<file path="src/fetch_consts.svh">
//////////////////////////////
// sizes and APB register offsets for the fetch path.
// include in any file that needs them.
//////////////////////////////
`ifndef FETCH_CONSTS_SVH
`define FETCH_CONSTS_SVH

`define FETCH_BUF_DEPTH  8      // halfword entries, power of two, at least 4.
`define FETCH_HALF_WIDTH 16
`define FETCH_WORD_WIDTH 32

`define FETCH_REG_CTRL   4'h0   // flush pulse and fetch enable.
`define FETCH_REG_STATUS 4'h4   // entry counts.
`define FETCH_REG_CCOUNT 4'h8   // compressed instructions delivered.
`define FETCH_REG_FCOUNT 4'hc   // full instructions delivered.

`endif

</file>
<file path="src/fetch_pkg.sv">
//////////////////////////////
// shared types of the fetch path.
// referenced by scoped name.
//////////////////////////////
`include "fetch_consts.svh"

package fetch_pkg;

    typedef logic [`FETCH_HALF_WIDTH-1:0] halfword_t;       // one buffer entry.

    typedef logic [$clog2(`FETCH_BUF_DEPTH):0] entry_count_t;  // 0 up to full.

    typedef struct packed {
        halfword_t high;
        halfword_t low;
    } halfword_pair_t;

    // an instruction or fetch word, seen whole or as two halfwords
    typedef union packed {
        logic [`FETCH_WORD_WIDTH-1:0] word;
        halfword_pair_t               half;
    } insn_word_t;

    typedef logic [3:0] reg_addr_t;   // byte offset inside the register block.

endpackage

</file>
<file path="src/insn_buffer.sv">
//////////////////////////////
// circular halfword buffer, two writes and two reads per cycle.
//////////////////////////////
`timescale 1ns/100ps
`include "fetch_consts.svh"

module insn_buffer (
    input  logic                    clk,
    input  logic                    reset,
    input  logic                    flush,
    input  logic                    write_low,
    input  logic                    write_high,
    input  fetch_pkg::halfword_t    write_entry_low,
    input  fetch_pkg::halfword_t    write_entry_high,
    input  logic                    read_low,
    input  logic                    read_high,
    output fetch_pkg::halfword_t    read_entry_low,
    output fetch_pkg::halfword_t    read_entry_high,
    output fetch_pkg::entry_count_t readable_count,
    output fetch_pkg::entry_count_t writable_count
);
    localparam int DEPTH = `FETCH_BUF_DEPTH;
    localparam int IDX_W = $clog2(DEPTH);

    typedef logic [IDX_W-1:0] index_t;

    typedef enum logic [1:0] {
        SRC_KEEP,
        SRC_LOW,
        SRC_HIGH
    } src_t;

    fetch_pkg::halfword_t    entries [DEPTH];
    src_t                    src [DEPTH];
    index_t                  head;
    index_t                  tail;
    index_t                  head_next_slot;
    index_t                  tail_next_slot;
    fetch_pkg::entry_count_t readable_reg;
    fetch_pkg::entry_count_t writable_reg;
    fetch_pkg::entry_count_t read_num;
    fetch_pkg::entry_count_t write_num;

    always_comb begin
        read_num  = fetch_pkg::entry_count_t'(read_low) + fetch_pkg::entry_count_t'(read_high);
        write_num = fetch_pkg::entry_count_t'(write_low) + fetch_pkg::entry_count_t'(write_high);
        head_next_slot = head + index_t'(1);
        tail_next_slot = tail + index_t'(1);
    end

    // high half lands at tail when it is written alone
    always_comb begin
        index_t idx;
        for (int i = 0; i < DEPTH; i++) begin
            idx = index_t'(i);
            if (write_low && idx == tail) begin
                src[i] = SRC_LOW;
            end else if (write_high && !write_low && idx == tail) begin
                src[i] = SRC_HIGH;
            end else if (write_high && write_low && idx == tail_next_slot) begin
                src[i] = SRC_HIGH;
            end else begin
                src[i] = SRC_KEEP;
            end
        end
    end

    always_ff @(posedge clk) begin
        for (int i = 0; i < DEPTH; i++) begin
            if (src[i] == SRC_LOW) begin
                entries[i] <= write_entry_low;
            end else if (src[i] == SRC_HIGH) begin
                entries[i] <= write_entry_high;
            end
        end
    end

    always_ff @(posedge clk) begin
        if (reset || flush) begin
            head         <= '0;
            tail         <= '0;
            readable_reg <= '0;
            writable_reg <= fetch_pkg::entry_count_t'(DEPTH);  // empty.
        end else begin
            head         <= head + read_num[IDX_W-1:0];
            tail         <= tail + write_num[IDX_W-1:0];
            readable_reg <= readable_reg - read_num + write_num;
            writable_reg <= writable_reg + read_num - write_num;
        end
    end

    assign read_entry_low  = entries[head];
    assign read_entry_high = entries[head_next_slot];
    assign readable_count  = readable_reg;
    assign writable_count  = writable_reg;

    // writer and aligner must respect the counts
    assert property (@(posedge clk) disable iff (reset || flush)
        write_num <= writable_reg);
    assert property (@(posedge clk) disable iff (reset || flush)
        read_num <= readable_reg);
    assert property (@(posedge clk) disable iff (reset || flush)
        read_high |-> read_low);

endmodule

</file>
<file path="src/fetch_writer.sv">
//////////////////////////////
// one-word skid register in front of the buffer.
//////////////////////////////
`timescale 1ns/100ps

module fetch_writer (
    input  logic                    clk,
    input  logic                    reset,
    input  logic                    flush,
    input  logic                    fetch_enable,
    input  logic                    fetch_valid,
    output logic                    fetch_ready,
    input  fetch_pkg::insn_word_t   fetch_word,
    input  logic                    fetch_offset,
    input  fetch_pkg::entry_count_t writable_count,
    output logic                    write_low,
    output logic                    write_high,
    output fetch_pkg::halfword_t    write_entry_low,
    output fetch_pkg::halfword_t    write_entry_high
);
    logic                  held_valid;
    logic                  held_offset;
    fetch_pkg::insn_word_t held_word;
    logic                  drain;

    assign fetch_ready = !held_valid && fetch_enable;
    assign drain       = held_valid && (writable_count >= 2);  // room for a whole word.

    always_ff @(posedge clk) begin
        if (reset || flush) begin
            held_valid <= 1'b0;
        end else if (fetch_valid && fetch_ready) begin
            held_valid <= 1'b1;
        end else if (drain) begin
            held_valid <= 1'b0;
        end
    end

    always_ff @(posedge clk) begin
        if (fetch_valid && fetch_ready) begin
            held_word   <= fetch_word;
            held_offset <= fetch_offset;
        end
    end

    assign write_low        = drain && !held_offset;  // odd start skips the low half.
    assign write_high       = drain;
    assign write_entry_low  = held_word.half.low;
    assign write_entry_high = held_word.half.high;

endmodule

</file>
<file path="src/insn_aligner.sv">
//////////////////////////////
// forms one instruction from the buffer head.
//////////////////////////////
`timescale 1ns/100ps

module insn_aligner (
    input  fetch_pkg::halfword_t    read_entry_low,
    input  fetch_pkg::halfword_t    read_entry_high,
    input  fetch_pkg::entry_count_t readable_count,
    output logic                    read_low,
    output logic                    read_high,
    output logic                    insn_valid,
    input  logic                    insn_ready,
    output fetch_pkg::insn_word_t   insn,
    output logic                    insn_compressed
);
    logic                  is_full;
    logic                  accept;
    fetch_pkg::insn_word_t joined;

    // RVC encodes length in the two lowest bits
    assign is_full = (read_entry_low[1:0] == 2'b11);

    always_comb begin
        if (is_full) begin
            insn_valid = (readable_count >= 2);  // both halves present.
        end else begin
            insn_valid = (readable_count >= 1);
        end
    end

    always_comb begin
        joined.half.low  = read_entry_low;
        joined.half.high = is_full ? read_entry_high : '0;  // zero-extend rvc.
    end

    assign insn.word       = joined.word;
    assign insn_compressed = !is_full;

    assign accept    = insn_valid && insn_ready;
    assign read_low  = accept;
    assign read_high = accept && is_full;

endmodule

</file>
<file path="src/fetch_regs.sv">
//////////////////////////////
// APB control, status and counter registers.
// drives flush and fetch enable.
//////////////////////////////
`timescale 1ns/100ps
`include "fetch_consts.svh"

module fetch_regs (
    input  logic                    clk,
    input  logic                    reset,
    input  logic                    psel,
    input  logic                    penable,
    input  logic                    pwrite,
    input  logic [3:0]              paddr,
    input  logic [31:0]             pwdata,
    output logic [31:0]             prdata,
    output logic                    pready,
    output logic                    pslverr,
    input  fetch_pkg::entry_count_t readable_count,
    input  fetch_pkg::entry_count_t writable_count,
    input  logic                    insn_valid,
    input  logic                    insn_ready,
    input  logic                    insn_compressed,
    output logic                    flush,
    output logic                    fetch_enable
);
    fetch_pkg::reg_addr_t addr;
    logic                 mapped;
    logic                 wr;
    logic                 delivered;
    logic [31:0]          ccount;
    logic [31:0]          fcount;

    assign addr   = paddr;
    assign mapped = (addr == `FETCH_REG_CTRL) || (addr == `FETCH_REG_STATUS) ||
                    (addr == `FETCH_REG_CCOUNT) || (addr == `FETCH_REG_FCOUNT);
    assign wr     = psel && penable && pwrite && mapped;  // access phase write.

    assign pready  = 1'b1;
    assign pslverr = psel && penable && !mapped;

    assign delivered = insn_valid && insn_ready;

    always_ff @(posedge clk) begin
        if (reset) begin
            flush        <= 1'b0;
            fetch_enable <= 1'b0;
        end else begin
            flush <= wr && (addr == `FETCH_REG_CTRL) && pwdata[0];  // single cycle.
            if (wr && addr == `FETCH_REG_CTRL) begin
                fetch_enable <= pwdata[1];
            end
        end
    end

    // a write clears a counter, even on a delivery cycle
    always_ff @(posedge clk) begin
        if (reset) begin
            ccount <= '0;
            fcount <= '0;
        end else begin
            if (wr && addr == `FETCH_REG_CCOUNT) begin
                ccount <= '0;
            end else if (delivered && insn_compressed) begin
                ccount <= ccount + 32'd1;
            end
            if (wr && addr == `FETCH_REG_FCOUNT) begin
                fcount <= '0;
            end else if (delivered && !insn_compressed) begin
                fcount <= fcount + 32'd1;
            end
        end
    end

    always_comb begin
        case (addr)
            `FETCH_REG_CTRL:   prdata = {30'd0, fetch_enable, 1'b0};  // flush reads 0.
            `FETCH_REG_STATUS: prdata = {16'd0, 8'(writable_count), 8'(readable_count)};
            `FETCH_REG_CCOUNT: prdata = ccount;
            `FETCH_REG_FCOUNT: prdata = fcount;
            default:           prdata = '0;
        endcase
    end

    assert property (@(posedge clk) disable iff (reset)
        penable |-> psel);

endmodule

</file>
<file path="src/insn_fetch_path.sv">
//////////////////////////////
// fetch-to-decode path top level.
//////////////////////////////
`timescale 1ns/100ps

module insn_fetch_path (
    input  logic                  clk,
    input  logic                  reset,
    input  logic                  fetch_valid,
    output logic                  fetch_ready,
    input  fetch_pkg::insn_word_t fetch_word,
    input  logic                  fetch_offset,
    output logic                  insn_valid,
    input  logic                  insn_ready,
    output fetch_pkg::insn_word_t insn,
    output logic                  insn_compressed,
    input  logic                  psel,
    input  logic                  penable,
    input  logic                  pwrite,
    input  logic [3:0]            paddr,
    input  logic [31:0]           pwdata,
    output logic [31:0]           prdata,
    output logic                  pready,
    output logic                  pslverr
);
    logic                    flush;
    logic                    fetch_enable;
    logic                    write_low;
    logic                    write_high;
    fetch_pkg::halfword_t    write_entry_low;
    fetch_pkg::halfword_t    write_entry_high;
    logic                    read_low;
    logic                    read_high;
    fetch_pkg::halfword_t    read_entry_low;
    fetch_pkg::halfword_t    read_entry_high;
    fetch_pkg::entry_count_t readable_count;
    fetch_pkg::entry_count_t writable_count;

    fetch_regs fetch_regs_inst (
        .clk             (clk),
        .reset           (reset),
        .psel            (psel),
        .penable         (penable),
        .pwrite          (pwrite),
        .paddr           (paddr),
        .pwdata          (pwdata),
        .prdata          (prdata),
        .pready          (pready),
        .pslverr         (pslverr),
        .readable_count  (readable_count),
        .writable_count  (writable_count),
        .insn_valid      (insn_valid),
        .insn_ready      (insn_ready),
        .insn_compressed (insn_compressed),
        .flush           (flush),
        .fetch_enable    (fetch_enable)
    );

    fetch_writer fetch_writer_inst (
        .clk              (clk),
        .reset            (reset),
        .flush            (flush),
        .fetch_enable     (fetch_enable),
        .fetch_valid      (fetch_valid),
        .fetch_ready      (fetch_ready),
        .fetch_word       (fetch_word),
        .fetch_offset     (fetch_offset),
        .writable_count   (writable_count),
        .write_low        (write_low),
        .write_high       (write_high),
        .write_entry_low  (write_entry_low),
        .write_entry_high (write_entry_high)
    );

    insn_buffer insn_buffer_inst (
        .clk              (clk),
        .reset            (reset),
        .flush            (flush),
        .write_low        (write_low),
        .write_high       (write_high),
        .write_entry_low  (write_entry_low),
        .write_entry_high (write_entry_high),
        .read_low         (read_low),
        .read_high        (read_high),
        .read_entry_low   (read_entry_low),
        .read_entry_high  (read_entry_high),
        .readable_count   (readable_count),
        .writable_count   (writable_count)
    );

    insn_aligner insn_aligner_inst (
        .read_entry_low  (read_entry_low),
        .read_entry_high (read_entry_high),
        .readable_count  (readable_count),
        .read_low        (read_low),
        .read_high       (read_high),
        .insn_valid      (insn_valid),
        .insn_ready      (insn_ready),
        .insn            (insn),
        .insn_compressed (insn_compressed)
    );

endmodule

</file>
<file path="config.mk">
export PLATFORM = sky130hd
export DESIGN_NAME = insn_fetch_path
export DESIGN_NICKNAME = d
export VERILOG_FILES = /design/src/fetch_pkg.sv /design/src/insn_buffer.sv /design/src/fetch_writer.sv /design/src/insn_aligner.sv /design/src/fetch_regs.sv /design/src/insn_fetch_path.sv
export VERILOG_INCLUDE_DIRS = /design/src
export SDC_FILE = /design/constraint.sdc
export NUM_CORES = 1
export LEC_CHECK = 0
export ABC_CLOCK_PERIOD_IN_PS = 4300
export BUFFER_PORTS_ARGS = -buffer_cell sky130_fd_sc_hd__buf_2
export CAP_MARGIN = 10
export CORE_UTILIZATION = 29
export CTS_BUF_LIST = sky130_fd_sc_hd__clkbuf_8
export CTS_CLUSTER_DIAMETER = 60
export DETAILED_ROUTE_END_ITERATION = 8
export HOLD_SLACK_MARGIN = 0.02
export PLACE_DENSITY = 0.42
export SYNTH_ARGS = -nofsm -noshare
export SYNTH_HDL_FRONTEND = slang
export SYNTH_SLANG_ARGS = --single-unit
export TNS_END_PERCENT = 50
</file>
<file path="constraint.sdc">
create_clock -name clk -period 4.3 [get_ports clk]
set_clock_uncertainty 0.05 [all_clocks]
set_input_delay 0.86 -clock clk [delete_from_list [all_inputs] [get_ports clk]]
set_output_delay 0.86 -clock clk [all_outputs]
set_load 0.03 [all_outputs]
</file>
# == Yosys cells after proc, flatten, opt, wreduce, memory -nomap -nowiden ==
# Memories as Yosys holds them, arrays and structs flattened. A register that Yosys moved wholly into a read port is not among the register bits.
# Index checks and enable logic that the tools add are counted.
# op_classes
n_lt_le_gt_ge,3
eq_ne,34
bitwise_logic,8
n_reduce_logical,62
add_sub_neg,12
mux,96
# op_table
operator,n
$mux 16,15
$pmux 32 s4,1
$reduce_or 16->1,6
$add 32x1->32 const B,2
$mux 1,49
$mux 2,24
$logic_and 1x1->1,41
$eq 3x3->1 const A,8
$mux 3,7
$eq 2x2->1 const B,9
$eq 2x1->1 const B,8
$eq 2x3->1 const A,4
$add 4x4->4,2
$eq 4x4->1 const B,2
$ge 4x2->1 const B,2
$or 1x1->1,8
$sub 4x4->4,2
$add 3x1->3 const B,2
$add 3x3->3,2
$eq 1x3->1 const A,2
$logic_not 3->1,2
$logic_not 1->1,5
$add 1x1->2,2
$eq 4x3->1 const B,1
5 further kinds,9
# totals
output_inout_bits,69
ram_bits,128
inputBits,76
n_memories,1
ff_bits,114
word_cells,227
# mem_list
name,depth,word_bits,read_ports,rd_clocked_by_memory_dff,write_ports,line,text
insn_buffer_inst.entries,8,16,2,1,2,insn_buffer.sv:33,fetch_pkg::halfword_t entries [DEPTH];

# == Depth between registers and ports, before layout ==
# logic_depth
ltp_word,17
ltp_mapped,15

# == By module ==
# A second synthesis with hierarchy kept.
# unflattened
hier_cells,1245
area_unflattened_um2,15068.2
# by_module_without_submodules
mod,area_each_um2,n_inst,cells_each,seq_area_each_um2
insn_buffer,10023.4,1,727,4124.0
fetch_regs,3704.8,1,437,1321.3
fetch_writer,1067.3,1,41,1011.0
insn_aligner,272.8,1,40,0.0

# == Least setup slack after synthesis ==
# OpenSTA, ideal clock, no wires.
# synth_timing
kind,register to output
start,register insn_buffer_inst.head[0]
end,output port insn[22] (netlist bit)
setup_slack_ps,806
t_arrival_ps,2584
stages_incl_launch_ff,9
cell_sequence,dfxtp_1 > buf_6 > mux4_2 > mux2i_2 > nor2_1 > inv_1 > clkbuf_1 > buf_1 > a21oi_1
# synth_lines
element,line,text
start: declaration,insn_buffer.sv:35,index_t head;
start signal: assignment,insn_buffer.sv:85,head <= head + read_num[IDX_W-1:0];
end: declaration,insn_fetch_path.sv:15,"output fetch_pkg::insn_word_t insn,"

==> flow_summary.ini <==
[setup_path]
critPathRequiredTime_ps = 3390
startpoint_type = flop
reg2reg_from = insn_buffer_inst.head[0]$_SDFF_PP0_
crit_type = flop to primary output
worst-r2r-cell-count = 12
reg2reg_slack_ps = 820
critPathCaptureType = primary output
cp-endpoint = insn[27]
r2r-end = insn_buffer_inst.readable_count[3]$_SDFF_PP0_
critPathLaunch = insn_buffer_inst.head[0]$_SDFF_PP0_
cp.arrival_ps = 3090
worstPathMaxFanout = 19

[global_route]
antenna_found_initial = 0
grt.total_usage = 0.171
overflow = 0
grt_first_pass_wirelength_um = 57600
grt_max_degree = 49
grt_pass1_vias = 9201

[finish]
areaGrowthSynthToFinish_pct = 17.0
layout_commonest_cell = edfxtp_1
drive_gt1_frac = 0.363
mostFrequentLayoutCells = 161 x edfxtp_1, 142 x mux2_2, 113 x buf_2, 79 x dfxtp_1, 78 x nand2_1
layoutNonFillerInstCount = 1801
num_antenna_cells = 0
fin_nets = 1273

[floorplan]
placeableCoreArea_um2 = 44200
io_pins = 145
die_x_um = 214
die_height_um = 214
rows = 77
dieArea_um2 = 45700
start_util = 0.294

[synthesis]
yosysWarnings = 0
synthArstFlopShare = 0
synthFlopType = edfxtp_1
seq_area_frac_synth = 0.496
syn_area_um2 = 13000
ys_types = 54
synth_edf_count = 161
ys_ff_latch = 242
syn_area_per_cell_um2 = 12.5
synthCells = 1040
syn_nets = 1139

[detailed_routing]
wl_per_cell_um = 21.3
drtIter0Drc = 567
drc = 0
first_pass_iters = 5
routed_via_density = 5.06
drt-total-wl_um = 38300
ant_nets = 0
vias = 9118

[sta]
fin_crit_ps = 4000
tns_ps = 0
clock.fmax_ghz = 0.250
relSlewSlack = 0.320
setup-violations-final = 0
final-hold-violation-count = 0
fin_crit_sh = 0.930
slew_viol_final = 0
timing.hold.ws_ps = 367
rsz0062_at_grt = false
tightestPinTransition_ps = 1020

[place]
io_buffers = 113
dp_cells = 1718
dp_hpwl_um = 24400
gp_congestion = 0.774

[clocking]
clockBufferDepth = 3
clk_pin_slew_ps = 60
cts.sinks = 242
numCtsBuffers = 46
h-tree-depth = 2
post_cts_resized = 0
clock_latency_ps = 620
postCtsSetupBuffers = 0
ctsHoldBuffers = 0
root_buffer = clkbuf_8
cts_tree = built

[run]
drv_cap = 0

[run_status]
status = finished clean

[hold_path]
hold_path.class = input port to flop

[power_and_ir_drop]
p_leak_nw = 5.26
max-vdd-ir-drop_uv = 236
power_density_nw_per_um2 = 445
-- worst min-delay path by stage --
| stage | startpoint | endpoint | slack (ps) | cells after the start |
|---|---|---|---|---|
| CTS | fetch_word[24] | fetch_writer_inst.held_word[24]$_DFFE_PP_ | 300 | 1 |
| finish | fetch_word[31] | fetch_writer_inst.held_word[31]$_DFFE_PP_ | 370 | 1 |
| floorplan | fetch_regs_inst.flush$_SDFF_PP0_ | insn_buffer_inst.writable_count[3]$_SDFF_PP1_ | 390 | 2 |
| detailed placement | fetch_regs_inst.ccount[31]$_SDFFE_PP0P_ | fetch_regs_inst.ccount[31]$_SDFFE_PP0P_ | 430 | 2 |
| global placement | fetch_regs_inst.ccount[31]$_SDFFE_PP0P_ | fetch_regs_inst.ccount[31]$_SDFFE_PP0P_ | 420 | 2 |
| global route | fetch_word[8] | fetch_writer_inst.held_word[8]$_DFFE_PP_ | 330 | 1 |
-- sequential cells by signal (all words and copies together) (netlist names) --
name                             flops
insn_buffer_inst.writable_count      4
fetch_writer_inst.held_word         32
fetch_writer_inst.held_offset        1
fetch_regs_inst.fcount              32
insn_buffer_inst.readable_count      4
fetch_regs_inst.ccount              32
fetch_writer_inst.held_valid         1
insn_buffer_inst.tail                3
insn_buffer_inst.head                3
fetch_regs_inst.fetch_enable         1
insn_buffer_inst.entries           128
fetch_regs_inst.flush                1
-- final cells by class --
cell class | count | area (um^2)
Clock inverter | 33 | 144
Fill cell | 4427 | 29000
Tap cell | 592 | 741
Timing Repair Buffer | 148 | 828
Multi-Input combinational cell | 703 | 6240
Sequential cell | 242 | 6460
Clock buffer | 50 | 688
Inverter | 33 | 124
-- power by group --
group / switching, mW / total (mW) / internal, mW
Clock: 1.04 / 2.11 / 1.07
Combinational: 1.22 / 2.07 / 0.853
Sequential: 0.0817 / 2.59 / 2.51
Total: 2.34 / 6.78 / 4.43
-- kinds of logic (layout without fill, tap and decap cells) --
kind of cell / count (synthesis) / after routing / synth area share
simple gates: 277 / 277 / 0.110
flops: 242 / 242 / 0.496
mux: 212 / 212 / 0.239
compound gates: 156 / 156 / 0.0770
buf+inv: 95 / 264 / 0.0292
xor+xnor: 34 / 34 / 0.0229
fa+ha+maj: 23 / 23 / 0.0256
other cells: 1 / 1 / 0.000288
-- synthesized netlist by cell type, types with 11 or more instances --
| cell | instances | area (um^2) |
|---|---|---|
| edfxtp_1 | 161 | 4830 |
| clkbuf_1 | 40 | 150 |
| nand3_1 | 18 | 90.1 |
| inv_1 | 33 | 124 |
| or4_1 | 12 | 90.1 |
| o21ai_0 | 28 | 140 |
| nand4_1 | 18 | 113 |
| dfxtp_1 | 81 | 1620 |
| buf_1 | 11 | 41.3 |
| mux4_2 | 64 | 1440 |
| nor2_1 | 54 | 203 |
| xor2_1 | 12 | 105 |
| xnor2_1 | 22 | 193 |
| and2_1 | 14 | 87.6 |
| ha_1 | 17 | 213 |
| mux2_2 | 142 | 1600 |
| a22o_1 | 24 | 210 |
| a21oi_1 | 56 | 280 |
| nand2_1 | 78 | 293 |
| nor4_1 | 16 | 100 |
| or3_1 | 24 | 150 |
-- critical path: stages, from the launching register on --
cell     delay [ps]
dfxtp_4         440
ha_1            750
buf_4           380
mux4_2          240
nand2_1          60
a21oi_1         340
buf_2           270
-- through the flow --
step	utilization	power [mW]	area [um^2]	worst slack, ps
floorplan	-	4.14	13000	806
global placement	0.325	4.72	14400	789
detailed placement	0.325	4.73	14400	792
CTS	0.344	6.90	15200	206
global route	0.344	7.13	15200	163
finish	0.344	6.78	15200	301
-- routing by layer --
metal	routed length [um]	GRT usage	up-vias
met5	0	0	-
met4	831	0.0539	0
met3	1500	0.0278	61
met2	18000	0.279	193
met1	18000	0.233	4566
li1	-	-	4298
(Power assumes the default switching activity.)
